$ cat src/riscv_pkg.sv
package riscv_pkg;

  typedef logic [31:0] word_t;
  typedef logic [4:0]  reg_idx_t;

  localparam int NUM_REGS = 32;

  // Major opcodes, insn[6:0]
  typedef enum logic [6:0] {
    OP_LUI    = 7'b0110111,
    OP_AUIPC  = 7'b0010111,
    OP_JAL    = 7'b1101111,
    OP_JALR   = 7'b1100111,
    OP_BRANCH = 7'b1100011,
    OP_IMM    = 7'b0010011,
    OP_REG    = 7'b0110011,
    OP_SYSTEM = 7'b1110011
  } opcode_e;

  // funct3 as seen by OP_IMM and OP_REG
  typedef enum logic [2:0] {
    F3_ADD  = 3'b000,  // ADD, SUB, ADDI
    F3_SLL  = 3'b001,
    F3_SLT  = 3'b010,
    F3_SLTU = 3'b011,
    F3_XOR  = 3'b100,
    F3_SR   = 3'b101,  // SRL and SRA, split by funct7
    F3_OR   = 3'b110,
    F3_AND  = 3'b111
  } funct3_e;

  // Branches and JALR share the same 3-bit space
  localparam funct3_e F3_BEQ  = F3_ADD;
  localparam funct3_e F3_BNE  = F3_SLL;
  localparam funct3_e F3_BLT  = F3_XOR;
  localparam funct3_e F3_BGE  = F3_SR;
  localparam funct3_e F3_BLTU = F3_OR;
  localparam funct3_e F3_BGEU = F3_AND;
  localparam funct3_e F3_JALR = F3_ADD;

  localparam logic [6:0] F7_BASE = 7'b0000000;
  localparam logic [6:0] F7_ALT  = 7'b0100000;  // SUB, SRA, SRAI

  localparam word_t INSN_ECALL = 32'h0000_0073;

endpackage

$ cat src/core_pkg.sv
package core_pkg;

  import riscv_pkg::*;

  typedef enum logic [3:0] {
    ALU_ADD,
    ALU_SUB,
    ALU_SLL,
    ALU_SLT,
    ALU_SLTU,
    ALU_XOR,
    ALU_SRL,
    ALU_SRA,
    ALU_OR,
    ALU_AND,
    ALU_PASS_B  // LUI
  } alu_op_e;

  typedef enum logic [3:0] {
    BR_NONE,
    BR_EQ,
    BR_NE,
    BR_LT,
    BR_GE,
    BR_LTU,
    BR_GEU,
    BR_JUMP,     // JAL
    BR_JUMP_REG  // JALR
  } br_cond_e;

  // Decoded control word
  typedef struct packed {
    alu_op_e  alu_op;
    logic     src_a_pc;   // Operand A is the PC
    logic     src_b_imm;  // Operand B is the immediate
    br_cond_e br_cond;
    logic     reg_write;
    logic     wb_link;    // Write PC+4
    logic     halt_req;
    reg_idx_t rd;
    word_t    imm;
  } ctrl_t;

  typedef struct packed {
    logic  taken;
    word_t target;
  } redirect_t;

  typedef struct packed {
    logic     we;
    reg_idx_t rd;
    word_t    data;
    word_t    pc;
  } commit_t;

  localparam ctrl_t CTRL_NOP = '{
    alu_op:    ALU_ADD,
    src_a_pc:  1'b0,
    src_b_imm: 1'b0,
    br_cond:   BR_NONE,
    reg_write: 1'b0,
    wb_link:   1'b0,
    halt_req:  1'b0,
    rd:        '0,
    imm:       '0
  };

endpackage

$ cat src/insn_decoder.sv
`timescale 1ns/1ps

module insn_decoder
  import riscv_pkg::*;
  import core_pkg::*;
(
  input  word_t    insn,
  output reg_idx_t rs1,
  output reg_idx_t rs2,
  output ctrl_t    ctrl
);

  logic [6:0] opcode;
  logic [2:0] funct3;
  logic [6:0] funct7;
  word_t      imm_i;
  word_t      imm_b;
  word_t      imm_u;
  word_t      imm_j;
  logic       reg_ok;    // funct7 legal for OP_REG
  logic       imm_ok;    // funct7 legal for shift immediates
  alu_op_e    arith_op;

  assign opcode = insn[6:0];
  assign funct3 = insn[14:12];
  assign funct7 = insn[31:25];
  assign rs1    = insn[19:15];
  assign rs2    = insn[24:20];

  assign imm_i = {{20{insn[31]}}, insn[31:20]};
  assign imm_b = {{19{insn[31]}}, insn[31], insn[7], insn[30:25], insn[11:8], 1'b0};
  assign imm_u = {insn[31:12], 12'b0};
  assign imm_j = {{11{insn[31]}}, insn[31], insn[19:12], insn[20], insn[30:21], 1'b0};

  assign reg_ok = (funct7 == F7_BASE) ||
                  (funct7 == F7_ALT && (funct3 == F3_ADD || funct3 == F3_SR));
  assign imm_ok = (funct3 == F3_SLL) ? (funct7 == F7_BASE) :
                  (funct3 == F3_SR)  ? (funct7 == F7_BASE || funct7 == F7_ALT) : 1'b1;

  // Shared by OP_IMM and OP_REG; bit 30 picks SUB and SRA
  always_comb begin
    case (funct3)
      F3_ADD:  arith_op = (opcode == OP_REG && insn[30]) ? ALU_SUB : ALU_ADD;
      F3_SLL:  arith_op = ALU_SLL;
      F3_SLT:  arith_op = ALU_SLT;
      F3_SLTU: arith_op = ALU_SLTU;
      F3_XOR:  arith_op = ALU_XOR;
      F3_SR:   arith_op = insn[30] ? ALU_SRA : ALU_SRL;
      F3_OR:   arith_op = ALU_OR;
      default: arith_op = ALU_AND;
    endcase
  end

  always_comb begin
    ctrl    = CTRL_NOP;  // Anything unmatched stays a no-op
    ctrl.rd = insn[11:7];
    case (opcode)
      OP_LUI: begin
        ctrl.alu_op    = ALU_PASS_B;
        ctrl.src_b_imm = 1'b1;
        ctrl.imm       = imm_u;
        ctrl.reg_write = 1'b1;
      end
      OP_AUIPC: begin
        ctrl.src_a_pc  = 1'b1;
        ctrl.src_b_imm = 1'b1;
        ctrl.imm       = imm_u;
        ctrl.reg_write = 1'b1;
      end
      OP_JAL: begin
        ctrl.br_cond   = BR_JUMP;
        ctrl.imm       = imm_j;
        ctrl.reg_write = 1'b1;
        ctrl.wb_link   = 1'b1;
      end
      OP_JALR: if (funct3 == F3_JALR) begin
        ctrl.br_cond   = BR_JUMP_REG;
        ctrl.imm       = imm_i;
        ctrl.reg_write = 1'b1;
        ctrl.wb_link   = 1'b1;
      end
      OP_BRANCH: begin
        ctrl.imm = imm_b;
        case (funct3)
          F3_BEQ:  ctrl.br_cond = BR_EQ;
          F3_BNE:  ctrl.br_cond = BR_NE;
          F3_BLT:  ctrl.br_cond = BR_LT;
          F3_BGE:  ctrl.br_cond = BR_GE;
          F3_BLTU: ctrl.br_cond = BR_LTU;
          F3_BGEU: ctrl.br_cond = BR_GEU;
          default: ctrl.br_cond = BR_NONE;  // 010 and 011 are reserved
        endcase
      end
      OP_IMM: if (imm_ok) begin
        ctrl.alu_op    = arith_op;
        ctrl.src_b_imm = 1'b1;
        ctrl.imm       = imm_i;
        ctrl.reg_write = 1'b1;
      end
      OP_REG: if (reg_ok) begin
        ctrl.alu_op    = arith_op;
        ctrl.reg_write = 1'b1;
      end
      OP_SYSTEM: ctrl.halt_req = (insn == INSN_ECALL);
      default: ;
    endcase
  end

endmodule

$ cat src/reg_file.sv
`timescale 1ns/1ps

module reg_file
  import riscv_pkg::*;
  import core_pkg::*;
(
  input  logic     clk,
  input  logic     rst,
  input  reg_idx_t rs1,
  input  reg_idx_t rs2,
  output word_t    rs1_data,
  output word_t    rs2_data,
  input  commit_t  wr
);

  // x0 has no storage
  word_t regs [1:NUM_REGS-1];

  always_ff @(posedge clk) begin
    if (rst) begin
      for (int i = 1; i < NUM_REGS; i++) begin
        regs[i] <= '0;
      end
    end else if (wr.we && wr.rd != '0) begin
      regs[wr.rd] <= wr.data;
    end
  end

  assign rs1_data = (rs1 == '0) ? '0 : regs[rs1];
  assign rs2_data = (rs2 == '0) ? '0 : regs[rs2];

endmodule

$ cat src/alu.sv
`timescale 1ns/1ps

module alu
  import riscv_pkg::*;
  import core_pkg::*;
(
  input  ctrl_t ctrl,
  input  word_t pc,
  input  word_t rs1_data,
  input  word_t rs2_data,
  output word_t result
);

  word_t      op_a;
  word_t      op_b;
  logic [4:0] shamt;

  assign op_a  = ctrl.src_a_pc ? pc : rs1_data;    // AUIPC uses the PC
  assign op_b  = ctrl.src_b_imm ? ctrl.imm : rs2_data;
  assign shamt = op_b[4:0];

  always_comb begin
    case (ctrl.alu_op)
      ALU_ADD:    result = op_a + op_b;
      ALU_SUB:    result = op_a - op_b;
      ALU_SLL:    result = op_a << shamt;
      ALU_SLT:    result = {31'b0, $signed(op_a) < $signed(op_b)};
      ALU_SLTU:   result = {31'b0, op_a < op_b};
      ALU_XOR:    result = op_a ^ op_b;
      ALU_SRL:    result = op_a >> shamt;
      ALU_SRA:    result = $signed(op_a) >>> shamt;  // Sign fill
      ALU_OR:     result = op_a | op_b;
      ALU_AND:    result = op_a & op_b;
      ALU_PASS_B: result = op_b;
      default:    result = op_a + op_b;
    endcase
  end

endmodule

$ cat src/branch_unit.sv
`timescale 1ns/1ps

module branch_unit
  import riscv_pkg::*;
  import core_pkg::*;
(
  input  ctrl_t     ctrl,
  input  word_t     pc,
  input  word_t     rs1_data,
  input  word_t     rs2_data,
  output redirect_t redirect
);

  logic  eq;
  logic  lt;
  logic  ltu;
  logic  is_jalr;
  word_t sum;

  assign eq      = (rs1_data == rs2_data);
  assign lt      = ($signed(rs1_data) < $signed(rs2_data));
  assign ltu     = (rs1_data < rs2_data);
  assign is_jalr = (ctrl.br_cond == BR_JUMP_REG);

  // JALR is register relative, everything else PC relative
  assign sum = (is_jalr ? rs1_data : pc) + ctrl.imm;

  always_comb begin
    redirect.target = is_jalr ? {sum[31:1], 1'b0} : sum;
    case (ctrl.br_cond)
      BR_EQ:                redirect.taken = eq;
      BR_NE:                redirect.taken = !eq;
      BR_LT:                redirect.taken = lt;
      BR_GE:                redirect.taken = !lt;
      BR_LTU:               redirect.taken = ltu;
      BR_GEU:               redirect.taken = !ltu;
      BR_JUMP, BR_JUMP_REG: redirect.taken = 1'b1;
      default:              redirect.taken = 1'b0;
    endcase
  end

endmodule

$ cat src/commit_stage.sv
`timescale 1ns/1ps

module commit_stage
  import riscv_pkg::*;
  import core_pkg::*;
#(
  parameter word_t RESET_PC = 32'h0000_0000
) (
  input  logic      clk,
  input  logic      rst,
  input  ctrl_t     ctrl,
  input  word_t     alu_result,
  input  redirect_t redirect,
  output word_t     pc,
  output commit_t   commit,
  output logic      halt
);

  word_t pc_q;
  word_t pc_plus4;
  word_t pc_next;
  logic  halted_q;

  assign pc_plus4 = pc_q + 32'd4;
  assign pc_next  = redirect.taken ? redirect.target : pc_plus4;

  always_ff @(posedge clk) begin
    if (rst) begin
      pc_q     <= RESET_PC;
      halted_q <= 1'b0;
    end else if (!halted_q) begin
      if (ctrl.halt_req) begin
        halted_q <= 1'b1;  // PC stays on the ECALL
      end else begin
        pc_q <= pc_next;
      end
    end
  end

  // Result of the instruction now at pc_q
  always_comb begin
    commit.we   = ctrl.reg_write && (ctrl.rd != '0) && !halted_q && !rst;
    commit.rd   = ctrl.rd;
    commit.data = ctrl.wb_link ? pc_plus4 : alu_result;  // Link address for JAL/JALR
    commit.pc   = pc_q;
  end

  assign pc   = pc_q;
  assign halt = halted_q;

endmodule

$ cat src/rv_core.sv
`timescale 1ns/1ps

module rv_core
  import riscv_pkg::*;
  import core_pkg::*;
#(
  parameter word_t RESET_PC = 32'h0000_0000
) (
  input  logic    clk,
  input  logic    rst,
  output word_t   pc_to_imem,
  input  word_t   insn_from_imem,
  output commit_t commit,
  output logic    halt
);

  reg_idx_t  rs1_idx;
  reg_idx_t  rs2_idx;
  ctrl_t     ctrl;
  word_t     rs1_data;
  word_t     rs2_data;
  word_t     alu_result;
  redirect_t redirect;

  insn_decoder insn_decoder_inst (
    .insn (insn_from_imem),
    .rs1  (rs1_idx),
    .rs2  (rs2_idx),
    .ctrl (ctrl)
  );

  // Write port fed back from the commit output
  reg_file reg_file_inst (
    .clk      (clk),
    .rst      (rst),
    .rs1      (rs1_idx),
    .rs2      (rs2_idx),
    .rs1_data (rs1_data),
    .rs2_data (rs2_data),
    .wr       (commit)
  );

  alu alu_inst (
    .ctrl     (ctrl),
    .pc       (pc_to_imem),
    .rs1_data (rs1_data),
    .rs2_data (rs2_data),
    .result   (alu_result)
  );

  branch_unit branch_unit_inst (
    .ctrl     (ctrl),
    .pc       (pc_to_imem),
    .rs1_data (rs1_data),
    .rs2_data (rs2_data),
    .redirect (redirect)
  );

  commit_stage #(
    .RESET_PC (RESET_PC)
  ) commit_stage_inst (
    .clk        (clk),
    .rst        (rst),
    .ctrl       (ctrl),
    .alu_result (alu_result),
    .redirect   (redirect),
    .pc         (pc_to_imem),
    .commit     (commit),
    .halt       (halt)
  );

endmodule

$ cat config.mk
export PLATFORM = sky130hd
export DESIGN_NAME = rv_core
export DESIGN_NICKNAME = d
export VERILOG_FILES = /design/src/riscv_pkg.sv /design/src/core_pkg.sv /design/src/insn_decoder.sv /design/src/reg_file.sv /design/src/alu.sv /design/src/branch_unit.sv /design/src/commit_stage.sv /design/src/rv_core.sv
export SDC_FILE = /design/constraint.sdc
export NUM_CORES = 2
export LEC_CHECK = 0
export BUFFER_PORTS_ARGS = -buffer_cell sky130_fd_sc_hd__buf_2
export CAP_MARGIN = 10
export CORE_ASPECT_RATIO = 1.4
export CORE_MARGIN = 5
export CORE_UTILIZATION = 30
export DETAILED_ROUTE_END_ITERATION = 12
export HOLD_SLACK_MARGIN = 0.1
export PLACE_DENSITY = 0.48
export SYNTH_ARGS = -nofsm -noshare
export SYNTH_HDL_FRONTEND = slang
export SYNTH_SLANG_ARGS = --single-unit
$ cat constraint.sdc
create_clock -name clk -period 10.1 [get_ports clk]
set_input_delay 0.505 -clock clk [delete_from_list [all_inputs] [get_ports clk]]
set_output_delay 0.505 -clock clk [all_outputs]
set_load 0.1 [all_outputs]
=== After elaboration in Yosys (flattened, before gate mapping) ===
Memories as Yosys holds them, arrays and structs flattened.
Cells that the tools add are included.

* Add/subtract/negate cells: 4
* Magnitude comparators: 4
* Eq/ne operators: 36
* Shift-type cells: 3
* Mux-type cells: 41
* Bitwise operators: 5
* Reduce and logical (&&, ||, !) cells: 24

{| class="wikitable"
|+ Operators by type and width
! cell !! count
|-
| $mux W32 || 10
|-
| $pmux W32 S10 || 1
|-
| $pmux W32 S5 || 1
|-
| $lt A32 B32 Y1 || 4
|-
| $add A32 B32 Y32 || 2
|-
| $add A32 B3 Y32 const B || 1
|-
| $and A32 B32 Y32 || 1
|-
| $eq A32 B32 Y1 || 1
|-
| $eq A32 B7 Y1 const B || 1
|-
| $eq A4 B3 Y1 const B || 8
|-
| $or A32 B32 Y32 || 1
|-
| $reduce_or A32 Y1 || 1
|-
| $shl A32 B5 Y32 || 1
|-
| $shr A32 B5 Y32 || 1
|-
| $sshr A32 B5 Y32 || 1
|-
| $sub A32 B32 Y32 || 1
|-
| $xor A32 B32 Y32 || 1
|-
| $eq A7 B7 Y1 const B || 4
|-
| $pmux W4 S7 || 1
|-
| $pmux W4 S3 || 2
|-
| $eq A7 B6 Y1 const B || 3
|-
| $pmux W3 S6 || 1
|-
| $mux W1 || 17
|-
| $eq A4 B2 Y1 const B || 4
|-
| 23 further kinds || 48
|}

* Register bits: 33
* RAM bits: 992
* Input port bits: 34
* Output and inout bits: 103
* Word-level logic and storage cells: 120
* Memories: 1

{| class="wikitable"
|+ Memories
! memory !! depth !! bits a word !! rd ports !! clocked after memory_dff !! wr ports !! line !! RTL
|-
| reg_file_inst.regs || 31 || 32 || 2 || 0 || 31 || reg_file.sv:17 || <nowiki>word_t regs [1:NUM_REGS-1];</nowiki>
|}

=== Logic depth before layout (Yosys ltp) ===
* Depth in word-level cells: 15
* Depth in mapped cells: 28
* Mapped depth without buffers: 21

=== Cells and area by module ===
A second synthesis with hierarchy kept.

* Cell total of the unflattened synthesis: 6103
* Area, all modules: 70550.2 um^2

{| class="wikitable"
|+ Modules (own cells, without submodules)
! module !! instances !! cells each !! area each (um^2) !! sequential area each (um^2)
|-
| reg_file || 1 || 3765 || 54631.1 || 30749.5
|-
| alu || 1 || 1418 || 9345.2 || 0.0
|-
| branch_unit || 1 || 389 || 2871.5 || 0.0
|-
| commit_stage || 1 || 384 || 2747.6 || 660.6
|-
| insn_decoder || 1 || 147 || 954.7 || 0.0
|}

=== Worst setup path before layout ===
Ideal clock, no wire load.

* Path type: input port to output port
* Start point: in insn_from_imem[20]
* End point: out commit[60] (netlist name)
* Data arrival time: 7.614 ns
* Data required time: 9.595 ns
* Slack: 1.981 ns
* Stages: 26
* Buffers on the path: 9
* Cells stage by stage: buf_2 -> buf_6 -> buf_4 -> buf_4 -> clkbuf_1 -> buf_1 -> buf_2 -> mux4_2 -> mux4_2 -> a22oi_1 -> nand2_1 -> o21ai_0 -> ha_1 -> clkbuf_1 -> nor4_1 -> nand2_1 -> o41ai_1 -> or4_1 -> o31ai_1 -> o31ai_1 -> a21oi_1 -> o21bai_1 -> xnor2_1 -> a221oi_2 -> buf_2 -> nor2_1

{| class="wikitable"
|+ RTL lines
! element !! line !! RTL
|-
| start, declared || rv_core.sv:12 || <nowiki>input word_t insn_from_imem,</nowiki>
|-
| end, declared || rv_core.sv:13 || <nowiki>output commit_t commit,</nowiki>
|}

==> metrics.md <==
| Metric | Value |
|---|---|
| Class of the tightest hold or removal check | in -> reg |
| Avg Inst Size Synth | 11.7 um^2 |
| Final-stage net count | 6018 |
| Largest net degree at the start of global routing | 62 |
| Crit. Startpoint | insn_from_imem[15] |
| Endpoints failing hold | 0 |
| Via count of the first global-routing pass | 55000 |
| Average wire per standard cell | 39.8 um |
| Maximum count of clock buffers along a single path | 3 |
| CTS tree | built |
| Cts-stage hold buffer count | 0 |
| Synthesis-stage register bit count | 1057 |
| Highest clock rate | 106 MHz |
| Effective utilization at floorplan | 30.1% |
| Number of top-level pins | 137 |
| Sequential area share after synthesis | 46.1% |
| Die Wd | 413 um |
| Number of port buffers | 136 |
| Cell area after synthesis | 68200 um^2 |
| Worst Reg-to-Reg Cells | 22 |
| Via-per-instance ratio | 6.26 |
| Max-slew headroom | 7.01% |
| Cell count after synthesis | 5837 |
| Max H-tree Level | 3 |
| Measured slew at the worst slew-check pin | 1.39 ns |
| Relative contribution of the clock network to total power | 30.3% |
| Combinational share of power | 32.8% |
| Hold depth | 3 |
| Top cell type's share of synthesized area | 45.1% |
| Wire length of the first global-routing pass | 477000 um |
| Worst endpoint data arrival time | 8.94 ns |
| Max stage delay cell, worst path | sky130_fd_sc_hd__a2111oi_0 |
| Post-route total power | 0.0138 W |
| PwrDens | 181 nW/um^2 |
| CP startpoint kind | primary input |
| Routability congestion estimate from global placement | 1.05 |
| Total via count after detailed routing | 56100 |
| Commonest cells in the synthesized netlist | sky130_fd_sc_hd__nor2_1 (1049), sky130_fd_sc_hd__edfxtp_1 (1024), sky130_fd_sc_hd__mux4_2 (495) |
| First DRT Iteration DRCs | 7503 |
| WHS | 0.353 ns |
| Area of the die | 237000 um^2 |
| Signed area change from the synthesized netlist to the final layout | 12.2% |
| RSZ-0062 raised after global routing | false |
| Max-cap violation count | 0 |
| Psw | 0.00536 W |
| Dominant synthesized flop cell | sky130_fd_sc_hd__edfxtp_1 |
| Global routing usage summed across all routing layers | 29.2% |
| Crit path capture | commit[60] |
| Sink count of the clock tree | 1057 |
| Placement Cell Area | 72900 um^2 |
| Cell accounting for the most synthesized area | sky130_fd_sc_hd__edfxtp_1 |
| Worst voltage drop across the vdd grid | 0.000206 V |
| Sum of net half-perimeters after detailed placement | 243000 um |
| Clock skew after layout | 0.0843 ns |
| Fraction of layout instances using a drive strength above 1 | 22.3% |
| Length of the first detailed-routing pass in iterations | 6 |
| Yosys warnings | 0 |
| Endpoint kind of the worst setup timing path | output pin |
| Worst skew pair latency | 0.79 ns |
| Crit Reg-Reg Startpoint | reg_file_inst.regs[13][0] |
| Cell Chain, Critical Path | buf_8 > mux4_2 > a22o_1 > a2111oi_0 > buf_4 > a21oi_1 > a22oi_2 > ha_1 > inv_1 > fa_1 > a21o_1 > a21o_1 > a211oi_1 > nor4_1 > o31ai_1 > a311oi_1 > buf_4 > a21oi_1 > nor2_1 > a2111oi_0 > a41o_1 > a221oi_4 > nor2_1 > buf_2 |
| Crit Path Class | in -> out |
| Placeable core region | 227000 um^2 |
| Top cells by area, synth | sky130_fd_sc_hd__edfxtp_1 (45%), sky130_fd_sc_hd__mux4_2 (16%), sky130_fd_sc_hd__nor2_1 (5.8%) |
| Max-slew violation count | 0 |
| Highest net fanout along the worst path | 41 |
| Fin worst setup slack | 0.657 ns |
| Post-CTS setup buffers | 0 |
| Final non-filler cell area | 76600 um^2 |
| Switching share of power | 38.8% |
| Worst reg2reg endpoint | reg_file_inst.regs[4][24] |
| Number of placement rows | 207 |
| DR DRC count | 0 |
| Leakage power total | 28.6 nW |
| Post-CTS Resized | 0 |
| Clock transition at the registers of the reported paths | 0.07 ns |
| Die height | 574 um |
| Cell-internal power | 0.00847 W |
| Filler Cells Inserted | 22600 |
| Accumulated negative setup slack | 0 ns |
| Setup violations, final | 0 |
| Final worst path period need | 9.44 ns |
| TritonCTS buffer count | 105 |
| Number of antenna-violating nets in the routed design | 0 |
| Top-count cell post-synth | sky130_fd_sc_hd__nor2_1 |
| Leftover overflow at the end of global routing | 0 |
| Antenna violations before repair | 25 |
| Number of distinct library cells after synthesis | 106 |
| Max incr delay on CP | 0.68 ns |
| Root buf cell | sky130_fd_sc_hd__clkbuf_16 |
| Sequential cell fraction of total power | 36.9% |
| Share of flip-flops with an asynchronous set or reset after synthesis | 0% |
| Minimum setup slack after placement | 0.742 ns |
| Data required time at the worst endpoint | 9.60 ns |
| Result of the run | complete, no violations |
| Final critical-path share of the clock period | 93.5% |
| EDFF count, synth | 1024 |
| Total wire length after detailed routing | 357000 um |
| Minimum setup slack among reg-to-reg paths | 1.96 ns |
-- area by class of cell --
cell class / count / area (um^2) / area share (%)
Multi-Input combinational cell: 4065 / 34000 / 44.4
Timing Repair Buffer: 430 / 3140 / 4.10
Tap cell: 3030 / 3790 / 4.95
Clock inverter: 62 / 793 / 1.04
Antenna cell: 21 / 52.6 / 0.0686
Inverter: 161 / 612 / 0.799
Sequential cell: 1057 / 31400 / 41.0
Clock buffer: 129 / 2740 / 3.58
-- stage by stage --
step                cells  util [%]
CTS                  8930      33.7
floorplan            5868         -
finish               8955      33.8
global placement     8739      32.2
global route         8940      33.8
detailed placement   8739      32.2
-- flip-flops by register name, indices dropped and copies added, names as in the netlist --
name,flops
commit_stage_inst.halt,1
reg_file_inst.regs,1024
commit_stage_inst.pc,32
-- how the worst min path moves through the flow --
stage | from | endpoint
floorplan | rst | commit_stage_inst.pc[19]
global placement | commit_stage_inst.pc[2] | commit_stage_inst.pc[2]
detailed placement | commit_stage_inst.pc[2] | commit_stage_inst.pc[2]
CTS | rst | commit_stage_inst.pc[10]
global route | rst | commit_stage_inst.pc[10]
finish | rst | commit_stage_inst.pc[10]
-- placed cells by master (no fill, tap or decap), drive strengths merged, types with 59 or more instances in the layout --
cell type / count
buf: 429
nor2: 1053
inv: 168
clkbuf: 130
nand2: 247
o21ai: 178
ha: 161
xnor2: 69
and2: 59
nor3: 179
mux2: 64
edfxtp: 1024
mux4: 495
a22oi: 153
mux2i: 289
a211oi: 74
a21oi: 214
-- metal layers --
layer,GRT usage [%],part of all wire [%]
met4,23.1,9.9
met3,5.77,8.3
met5,0,0.020
met2,48.9,48
met1,32.2,34
-- cells by family (layout without fill, tap and decap cells) --
group           after synthesis  after routing  share of synthesized area [%]
mux                         848            848                           21.6
simple gates               1831           1831                           11.8
fa+ha+maj                   164            164                           3.04
buf+inv                     746            782                           5.07
xor+xnor                     90             90                           1.16
other cells                   1             53                        0.00550
flops                      1057           1057                           46.1
compound gates             1100           1100                           11.3
-- critical path: cells and delay by family --
family          cells  cell delay, ns
compound gates     13            4.56
fa+ha+maj           2            0.77
buf+inv             5            1.45
mux                 1            0.60
simple gates        3            0.81
-- power groups by stage --
stage	registers (W)	clock network [W]	logic, W
after floorplan	0.00515	0	0.00275
after CTS	0.00510	0.00424	0.00442
after global placement	0.00518	0	0.00444
after global routing	0.00511	0.00439	0.00467
after detailed placement	0.00519	0	0.00441
final	0.00510	0.00419	0.00453
Note: power is estimated with default switching activity, not from simulation.
